==> config.mk <==
export PLATFORM = sky130hd
export DESIGN_NAME = fifo_buffer_top
export DESIGN_NICKNAME = d
export VERILOG_FILES = /design/src/fifo_pkg.sv /design/src/fifo_mem_if.sv /design/src/fifo_buffer_top.sv /design/src/fifo_rd_ctrl.sv /design/src/fifo_ram.sv /design/src/fifo_wr_ctrl.sv
export SDC_FILE = /design/constraint.sdc
export NUM_CORES = 2
export LEC_CHECK = 0
export BUFFER_PORTS_ARGS = -buffer_cell sky130_fd_sc_hd__clkbuf_2
export CELL_PAD_IN_SITES_DETAIL_PLACEMENT = 0
export CELL_PAD_IN_SITES_GLOBAL_PLACEMENT = 1
export CORE_MARGIN = 4
export CORE_UTILIZATION = 50
export CTS_BUF_LIST = sky130_fd_sc_hd__clkbuf_2 sky130_fd_sc_hd__clkbuf_4 sky130_fd_sc_hd__clkbuf_8
export DETAILED_ROUTE_END_ITERATION = 16
export PLACE_DENSITY = 0.7
export SETUP_SLACK_MARGIN = 0.2
export SKIP_CTS_REPAIR_TIMING = 1
export SYNTH_ARGS = -nofsm -noshare
export SYNTH_HDL_FRONTEND = slang
export SYNTH_SLANG_ARGS = --single-unit
export TNS_END_PERCENT = 100
==> constraint.sdc <==
create_clock -name rd_clk -period 12.6 [get_ports rd_clk]
set_clock_uncertainty 0.15 [all_clocks]
set_input_delay 1.89 -clock rd_clk [delete_from_list [all_inputs] [get_ports rd_clk]]
set_output_delay 1.89 -clock rd_clk [all_outputs]
set_load 0.1 [all_outputs]
==> src/fifo_pkg.sv <==
package fifo_pkg;

    // --------------------------------------------------
    // sizes
    // --------------------------------------------------
    localparam int ADDR_WIDTH     = 4;                   // ram address bits
    localparam int FIFO_DEPTH     = 1 << ADDR_WIDTH;     // 16 entries
    localparam int DATA_WIDTH     = 128;                 // payload bits
    localparam int RAM_PIPE_STAGE = 2;                   // accepted read to data valid

    // almost-empty thresholds, fixed
    localparam int PROG_EMPTY_ASSERT = 4;                // set at or below
    localparam int PROG_EMPTY_NEGATE = 4;                // clear above

    // --------------------------------------------------
    // shared types
    // --------------------------------------------------
    typedef logic [ADDR_WIDTH-1:0] addr_t;               // ram address
    typedef logic [ADDR_WIDTH:0]   ptr_t;                // address plus wrap bit
    typedef logic [ADDR_WIDTH:0]   count_t;              // occupancy 0..16
    typedef logic [DATA_WIDTH-1:0] data_t;               // payload word

    // occupancy seen from a pair of pointers
    // the wrap bit makes the modulo difference exact for 0..16
    function automatic count_t occupancy(input ptr_t wr_ptr, input ptr_t rd_ptr);
        ptr_t diff;
        diff = wr_ptr - rd_ptr;
        return count_t'(diff);
    endfunction

    // occupancy after the current cycle's accepted write and read
    function automatic count_t next_occupancy(input count_t occ,
                                              input logic   wen,
                                              input logic   ren);
        count_t nxt;
        nxt = occ + count_t'(wen) - count_t'(ren);
        return nxt;
    endfunction

endpackage
==> src/fifo_mem_if.sv <==
`timescale 1ns/1ns

interface fifo_mem_if;

    // --------------------------------------------------
    // write side, from the write controller
    // --------------------------------------------------
    logic            wen;      // accepted write this cycle
    fifo_pkg::addr_t waddr;    // ram write address
    fifo_pkg::data_t wdata;    // ram write data
    fifo_pkg::ptr_t  wr_ptr;   // write pointer with wrap bit

    // --------------------------------------------------
    // read side, from the read controller
    // --------------------------------------------------
    logic            ren;      // accepted read this cycle
    fifo_pkg::addr_t raddr;    // ram read address
    fifo_pkg::ptr_t  rd_ptr;   // read pointer with wrap bit

    // ram output, two cycles behind ren
    fifo_pkg::data_t rdata;

    // producer
    modport wr_side (
        output wen, waddr, wdata, wr_ptr,
        input  ren, rd_ptr
    );

    // consumer, needs wen too so that empty sees a write in the same cycle
    modport rd_side (
        output ren, raddr, rd_ptr,
        input  wr_ptr, wen, rdata
    );

    // storage
    modport mem_side (
        input  wen, waddr, wdata, ren, raddr,
        output rdata
    );

endinterface

==> src/fifo_buffer_top.sv <==
`timescale 1ns/1ns

module fifo_buffer_top (
    input  logic                rd_clk,
    input  logic                rd_rst_n,
    input  logic                fifo_clear,
    // write side
    input  logic                wr_en,
    input  fifo_pkg::data_t     wr_data,
    input  fifo_pkg::count_t    prog_full_assert_cfg,
    input  fifo_pkg::count_t    prog_full_negate_cfg,
    output logic                full,
    output logic                prog_full,
    output logic                ovf_int,
    // read side
    input  logic                rd_en,
    output logic                empty,
    output logic                prog_empty,
    output logic                udf_int,
    output fifo_pkg::data_t     rd_data,
    output logic                rd_data_val,
    output fifo_pkg::count_t    data_count
);

    // --------------------------------------------------
    // producer, buffer, consumer
    // --------------------------------------------------
    fifo_mem_if mif ();                               // shared pointer and ram bus

    fifo_wr_ctrl u_wr_ctrl (
        .rd_clk               ( rd_clk               ),
        .rd_rst_n             ( rd_rst_n             ),
        .fifo_clear           ( fifo_clear           ),
        .wr_en                ( wr_en                ),
        .wr_data              ( wr_data              ),
        .prog_full_assert_cfg ( prog_full_assert_cfg ),
        .prog_full_negate_cfg ( prog_full_negate_cfg ),
        .full                 ( full                 ),
        .prog_full            ( prog_full            ),
        .ovf_int              ( ovf_int              ),
        .mif                  ( mif.wr_side          )
    );

    // behavioral dual-port ram
    fifo_ram u_ram (
        .rd_clk               ( rd_clk               ),
        .mif                  ( mif.mem_side         )
    );

    fifo_rd_ctrl u_rd_ctrl (
        .rd_clk               ( rd_clk               ),
        .rd_rst_n             ( rd_rst_n             ),
        .fifo_clear           ( fifo_clear           ),
        .rd_en                ( rd_en                ),
        .empty                ( empty                ),
        .prog_empty           ( prog_empty           ),
        .udf_int              ( udf_int              ),
        .rd_data_val          ( rd_data_val          ),
        .rd_data              ( rd_data              ),
        .data_count           ( data_count           ),
        .mif                  ( mif.rd_side          )
    );

endmodule

==> src/fifo_rd_ctrl.sv <==
`timescale 1ns/1ns

module fifo_rd_ctrl (
    input  logic                rd_clk,
    input  logic                rd_rst_n,
    input  logic                fifo_clear,       // sync clear, wins over normal op
    input  logic                rd_en,
    output logic                empty,
    output logic                prog_empty,
    output logic                udf_int,          // one-cycle underflow pulse
    output logic                rd_data_val,
    output fifo_pkg::data_t     rd_data,
    output fifo_pkg::count_t    data_count,       // written but not yet delivered
    fifo_mem_if.rd_side         mif
);

    fifo_pkg::ptr_t   rd_ptr;                     // read pointer, msb is wrap
    fifo_pkg::ptr_t   dlv_ptr;                    // delivered words counter
    fifo_pkg::count_t occ;                        // current occupancy
    fifo_pkg::count_t occ_nxt;                    // occupancy after this edge
    logic [fifo_pkg::RAM_PIPE_STAGE-1:0] val_pipe; // ren delay line

    // --------------------------------------------------
    // read accept and ram read port
    // --------------------------------------------------
    assign mif.ren    = rd_en & ~empty;                  // no read from an empty fifo
    assign mif.raddr  = fifo_pkg::addr_t'(rd_ptr);
    assign mif.rd_ptr = rd_ptr;

    assign occ     = fifo_pkg::occupancy(mif.wr_ptr, rd_ptr);
    assign occ_nxt = fifo_pkg::next_occupancy(occ, mif.wen, mif.ren);

    // read pointer
    always_ff @(posedge rd_clk or negedge rd_rst_n) begin
        if (!rd_rst_n) begin
            rd_ptr <= '0;
        end else if (fifo_clear) begin
            rd_ptr <= '0;
        end else if (mif.ren) begin
            rd_ptr <= rd_ptr + 1'b1;
        end
    end

    // --------------------------------------------------
    // flags
    // --------------------------------------------------

    // empty is exact one cycle after the edge
    always_ff @(posedge rd_clk or negedge rd_rst_n) begin
        if (!rd_rst_n) begin
            empty <= 1'b1;
        end else if (fifo_clear) begin
            empty <= 1'b1;
        end else begin
            empty <= (occ_nxt == '0);
        end
    end

    // almost empty, fixed levels, lags occupancy by one cycle
    always_ff @(posedge rd_clk or negedge rd_rst_n) begin
        if (!rd_rst_n) begin
            prog_empty <= 1'b1;
        end else if (fifo_clear) begin
            prog_empty <= 1'b1;
        end else if (occ <= fifo_pkg::count_t'(fifo_pkg::PROG_EMPTY_ASSERT)) begin
            prog_empty <= 1'b1;
        end else if (occ > fifo_pkg::count_t'(fifo_pkg::PROG_EMPTY_NEGATE)) begin
            prog_empty <= 1'b0;
        end
    end

    // underflow pulse
    always_ff @(posedge rd_clk or negedge rd_rst_n) begin
        if (!rd_rst_n) begin
            udf_int <= 1'b0;
        end else begin
            udf_int <= rd_en & empty;
        end
    end

    // --------------------------------------------------
    // output data and valid
    // --------------------------------------------------

    // matches the ram read latency, clear drops reads in flight
    always_ff @(posedge rd_clk or negedge rd_rst_n) begin
        if (!rd_rst_n) begin
            val_pipe <= '0;
        end else if (fifo_clear) begin
            val_pipe <= '0;
        end else begin
            val_pipe <= {val_pipe[fifo_pkg::RAM_PIPE_STAGE-2:0], mif.ren};
        end
    end

    assign rd_data_val = val_pipe[fifo_pkg::RAM_PIPE_STAGE-1];
    assign rd_data     = mif.rdata;                   // no output back-pressure

    // delivered counter, steps on each valid word
    always_ff @(posedge rd_clk or negedge rd_rst_n) begin
        if (!rd_rst_n) begin
            dlv_ptr <= '0;
        end else if (fifo_clear) begin
            dlv_ptr <= '0;
        end else if (rd_data_val) begin
            dlv_ptr <= dlv_ptr + 1'b1;
        end
    end

    // counts words still inside ram or read pipe
    assign data_count = fifo_pkg::occupancy(mif.wr_ptr, dlv_ptr);

endmodule

==> src/fifo_ram.sv <==
`timescale 1ns/1ns

module fifo_ram (
    input  logic         rd_clk,
    fifo_mem_if.mem_side mif
);

    // --------------------------------------------------
    // storage
    // --------------------------------------------------
    fifo_pkg::data_t mem [fifo_pkg::FIFO_DEPTH];   // 16 x 128

    fifo_pkg::addr_t raddr_q;      // stage 1, captured read address
    fifo_pkg::data_t rdata_q;      // stage 2, registered word

    // synchronous write
    always_ff @(posedge rd_clk) begin
        if (mif.wen) begin
            mem[mif.waddr] <= mif.wdata;
        end
    end

    // --------------------------------------------------
    // two-stage read
    // --------------------------------------------------

    // address only moves on an accepted read
    always_ff @(posedge rd_clk) begin
        if (mif.ren) begin
            raddr_q <= mif.raddr;
        end
    end

    // word follows the held address every cycle
    // a write to the same slot on this edge is not seen, slot was already freed
    always_ff @(posedge rd_clk) begin
        rdata_q <= mem[raddr_q];
    end

    assign mif.rdata = rdata_q;    // valid two cycles after ren

endmodule

==> src/fifo_wr_ctrl.sv <==
`timescale 1ns/1ns

module fifo_wr_ctrl (
    input  logic                rd_clk,
    input  logic                rd_rst_n,
    input  logic                fifo_clear,           // sync clear, wins over normal op
    input  logic                wr_en,
    input  fifo_pkg::data_t     wr_data,
    input  fifo_pkg::count_t    prog_full_assert_cfg, // almost-full set level
    input  fifo_pkg::count_t    prog_full_negate_cfg, // almost-full clear level
    output logic                full,
    output logic                prog_full,
    output logic                ovf_int,              // one-cycle overflow pulse
    fifo_mem_if.wr_side         mif
);

    fifo_pkg::ptr_t   wr_ptr;      // write pointer, msb is wrap
    fifo_pkg::count_t occ;         // current occupancy
    fifo_pkg::count_t occ_nxt;     // occupancy after this edge

    // --------------------------------------------------
    // write accept and ram write port
    // --------------------------------------------------
    assign mif.wen    = wr_en & ~full;                     // drop writes while full
    assign mif.waddr  = fifo_pkg::addr_t'(wr_ptr);         // low bits address the ram
    assign mif.wdata  = wr_data;
    assign mif.wr_ptr = wr_ptr;

    // occupancy against the consumer's pointer
    assign occ     = fifo_pkg::occupancy(wr_ptr, mif.rd_ptr);
    assign occ_nxt = fifo_pkg::next_occupancy(occ, mif.wen, mif.ren);

    // write pointer
    always_ff @(posedge rd_clk or negedge rd_rst_n) begin
        if (!rd_rst_n) begin
            wr_ptr <= '0;
        end else if (fifo_clear) begin
            wr_ptr <= '0;
        end else if (mif.wen) begin
            wr_ptr <= wr_ptr + 1'b1;
        end
    end

    // --------------------------------------------------
    // flags
    // --------------------------------------------------

    // full is exact one cycle after the edge
    always_ff @(posedge rd_clk or negedge rd_rst_n) begin
        if (!rd_rst_n) begin
            full <= 1'b0;
        end else if (fifo_clear) begin
            full <= 1'b0;
        end else begin
            full <= (occ_nxt == fifo_pkg::count_t'(fifo_pkg::FIFO_DEPTH));
        end
    end

    // almost full with hysteresis between the two levels
    always_ff @(posedge rd_clk or negedge rd_rst_n) begin
        if (!rd_rst_n) begin
            prog_full <= 1'b0;
        end else if (fifo_clear) begin
            prog_full <= 1'b0;
        end else if (occ >= prog_full_assert_cfg) begin
            prog_full <= 1'b1;                             // reached set level
        end else if (occ < prog_full_negate_cfg) begin
            prog_full <= 1'b0;                             // drained below clear level
        end
    end

    // overflow pulse, write attempted while full
    always_ff @(posedge rd_clk or negedge rd_rst_n) begin
        if (!rd_rst_n) begin
            ovf_int <= 1'b0;
        end else begin
            ovf_int <= wr_en & full;
        end
    end

endmodule

==> summary.md <==
| Metric | Value |
|---|---|
| Run status | finished clean |
| Total gr overflow | 0 |
| Setup repair after global routing missed its margin | no |
| Die width | 411.0 um |
| Skew-Pair Late Insertion Delay | 1040 ps |
| Leakage power figure | 29.80 nW |
| Classification of the worst-slack hold path | flip-flop to flip-flop |
| DIE AREA | 0.1690 sq mm |
| Seq/Total Area, Yosys | 79.73% |
| Global-route wire length before repair | 263900 um |
| Synthesized instance count | 3218 |
| IO buf count | 282 |
| Signal arrival time at the worst endpoint | 3130 ps |
| Clock tree from TritonCTS | done |
| Count of pins over their slew limit | 0 |
| Maximum fanout along the worst path | 5 |
| Number of global-route vias before repair | 38301 |
| IO Pins | 283 |
| Share of post-route cells with drive strength above 1 | 39.08% |
| Crit end category | output port |
| Core area | 0.1609 sq mm |
| Number of fill cells in the layout | 11565 |
| GRT Total Usage | 21.59% |
| Pin slew with the least headroom to its limit | 1290 ps |
| Final sum of negative setup slack | 0 ps |
| Met3 wire len | 12590 um |
| Total DRC errors in the routed layout | 0 |
| Layout Area Growth over Synthesis | 13.93% |
| Via count normalized by instance count | 5.835 |
| Critical path start-end classification | flip-flop to output port |
| Total number of clock tree sinks | 2203 |
| Distinct cell type count after synthesis | 57 |
| P per Cell Area | 198.6 mW/mm^2 |
| Reported max-cap violation count | 0 |
| Leading cell type in the layout, fill and taps excluded | sky130_fd_sc_hd__edfxtp_1 |
| Detailed-route wire length | 179200 um |
| Detailed-placement wirelength estimate | 86320 um |
| Met1 Wirelength | 76420 um |
| Number of endpoints failing setup at the final stage | 0 |
| Uppermost layer routed | met5 |
| Buffers from clock root to sink, at most | 4 |
| Layout Cell Area excl Fill | 0.09254 sq mm |
| Max Clk Rate | 193.5 MHz |
| Placed standard-cell area | 0.08533 sq mm |
| Highest-count cells in the layout ignoring fill and taps | sky130_fd_sc_hd__edfxtp_1 (2052), sky130_fd_sc_hd__mux4_2 (628), sky130_fd_sc_hd__clkbuf_8 (396), sky130_fd_sc_hd__clkbuf_2 (282), sky130_fd_sc_hd__clkbuf_4 (151) |
| Layout Nets | 3932 |
| WP data required | 10560 ps |
| Initial antenna violation count | 32 |
| Depth of the CTS H-tree | 5 |
| Final period utilization | 41.02% |
| CTS root buf | sky130_fd_sc_hd__clkbuf_8 |
| Post-Syn Nets | 3386 |
| Router iterations before antenna repair | 5 |
| Final antenna-violating net count | 0 |
| Post-synth ARST share | 1.044% |
| Post-synthesis instance area | 0.08122 sq mm |
| Clock buffer count from CTS | 363 |
| Time the final worst path needs with I/O delays and setup | 5168 ps |
| Height of the chip | 411.0 um |
| YS warnings | 0 |
| Clock transition at path regs | 60 ps |
| Count of endpoints failing hold in the final timing report | 0 |
| Number of synthesized register bits | 2203 |
| Max-Slew Margin vs Limit | 13.97% |
| Number of rows created at floorplan | 147 |
| Max VDD drop | 0.0001516 V |
| Number of enable-type register cells in the synthesized netlist | 2052 |
| Placer Congestion | 0.7345 |
| WL met2 | 86280 um |
| Mean instance size in the synthesized netlist | 25.24 sq um |
| DRC marker count from the first detailed-route iteration | 3730 |
| Routed WL per cell | 28.83 um |
| Largest net degree at the start of global routing | 130 |
| Main synth FF type | sky130_fd_sc_hd__edfxtp_1 |
| Initial cell density of the core | 50.47% |
| Worst setup SP type | flip-flop |
| Via total after detailed routing | 36258 |
## report_power, final
group          total, mW  internal (mW)  switching (mW)
combinational       3.75           1.17            2.58
sequential          8.51           8.36           0.144
clock               6.13           3.45            2.68
## area by class of cell
type,count,area [sq um],share of cell area [%]
clock inverter,97,595.6,0.6436
clock buffer,547,6584,7.115
timing repair buffer,334,1977,2.136
multi-input combinational,837,15800,17.07
sequential,2203,64760,69.98
inverter,25,93.84,0.1014
tap,2160,2703,2.921
antenna,11,27.53,0.02975
## cell usage after synthesis, drive strengths merged (2+ instances only)
master   number  area [sq um]
a2111oi       2         18.77
a211oi       12         90.09
a21boi        2         15.01
a21o          3         23.77
a21oi        21         105.1
a31oi         2         12.51
and2          4         25.02
and3          2         12.51
buf          80         406.6
clkbuf       73         274.0
dfrtp        21         525.5
dfstp         2         52.55
dfxtp       128          2562
edfxtp     2052         61620
fa            3         60.06
ha           22         275.3
inv          25         93.84
mux2i        13         130.1
mux4        628         14140
nand2         9         33.78
nand2b        3         18.77
nand3         3         15.01
nand4         6         37.54
nor2         31         118.9
nor2b        17         106.4
nor3          6         35.03
o211ai        2         15.01
o21ai         5         25.02
o22ai         2         12.51
or3           4         30.03
xnor2        12         105.1
xor2          7         68.82
## critical path, stage by stage, from the launching register on
cell                       delay (ps)
sky130_fd_sc_hd__dfrtp_1          430
sky130_fd_sc_hd__inv_1            150
sky130_fd_sc_hd__ha_1             250
sky130_fd_sc_hd__fa_1             400
sky130_fd_sc_hd__inv_1             70
sky130_fd_sc_hd__a21o_1           110
sky130_fd_sc_hd__a21oi_1           80
sky130_fd_sc_hd__xnor2_1          150
sky130_fd_sc_hd__clkbuf_2         480
## cell families after synthesis
kind of cell	synth area share (%)
flip-flops	79.73
multiplexers	17.57
buffers and inverters	0.9536
AND/OR/NAND/NOR	0.6039
AO/OA/AOI/OAI	0.4976
adder cells (fa/ha/maj)	0.4252
XOR/XNOR	0.2141
## flip-flops by register name, summed over array words and instances (netlist names), 2 cells and up
register / flops
u_rd_ctrl.val_pipe: 2
u_wr_ctrl.mif.wr_ptr: 5
u_ram.raddr_q: 4
u_rd_ctrl.mif.rd_ptr: 5
u_ram.mif.rdata: 128
u_ram.mem: 2048
u_rd_ctrl.dlv_ptr: 5
## metrics by stage
step / hold WS, ps / cells / utilization, % / worst slack [ps] / power, mW
floorplan: 288.5 / 3218 / - / 566.4 / 11.57
global placement: 313.8 / 5559 / 53.02 / 7232 / 12.46
detailed placement: 310.9 / 5559 / 53.02 / 7358 / 12.47
CTS: 326.1 / 6203 / 57.48 / 7296 / 18.62
global route: 377.5 / 6204 / 57.48 / 7207 / 19.14
finish: 319.7 / 6214 / 57.50 / 7432 / 18.38
## routing by layer
layer / vias up / global-route usage [%]
met4: 14 / 5.650
met1: 19642 / 31.05
li1: 15045 / -
met5: - / 0
met3: 296 / 5.613
met2: 1261 / 33.47
## path summary, 6_finish.rpt
path                                                     start                             endpoint  slack, ps  cells past startpoint
min in group asynchronous                             rd_rst_n     u_rd_ctrl.dlv_ptr[4]$_DFFE_PN0P_        730                      1
min                            u_rd_ctrl.val_pipe[0]$_DFF_PN0_      u_rd_ctrl.val_pipe[1]$_DFF_PN0_        320                      1
max in group asynchronous                             rd_rst_n  u_wr_ctrl.mif.wr_ptr[2]$_DFFE_PN0P_      11150                      1
min reg2reg                    u_rd_ctrl.val_pipe[0]$_DFF_PN0_      u_rd_ctrl.val_pipe[1]$_DFF_PN0_        320                      1
max reg2reg                         u_ram.raddr_q[0]$_DFFE_PP_          u_ram.mif.rdata[16]$_DFF_P_       7980                      6
max                        u_wr_ctrl.mif.wr_ptr[0]$_DFFE_PN0P_                        data_count[4]       7430                      8
Note: power is estimated with default switching activity, not from simulation.
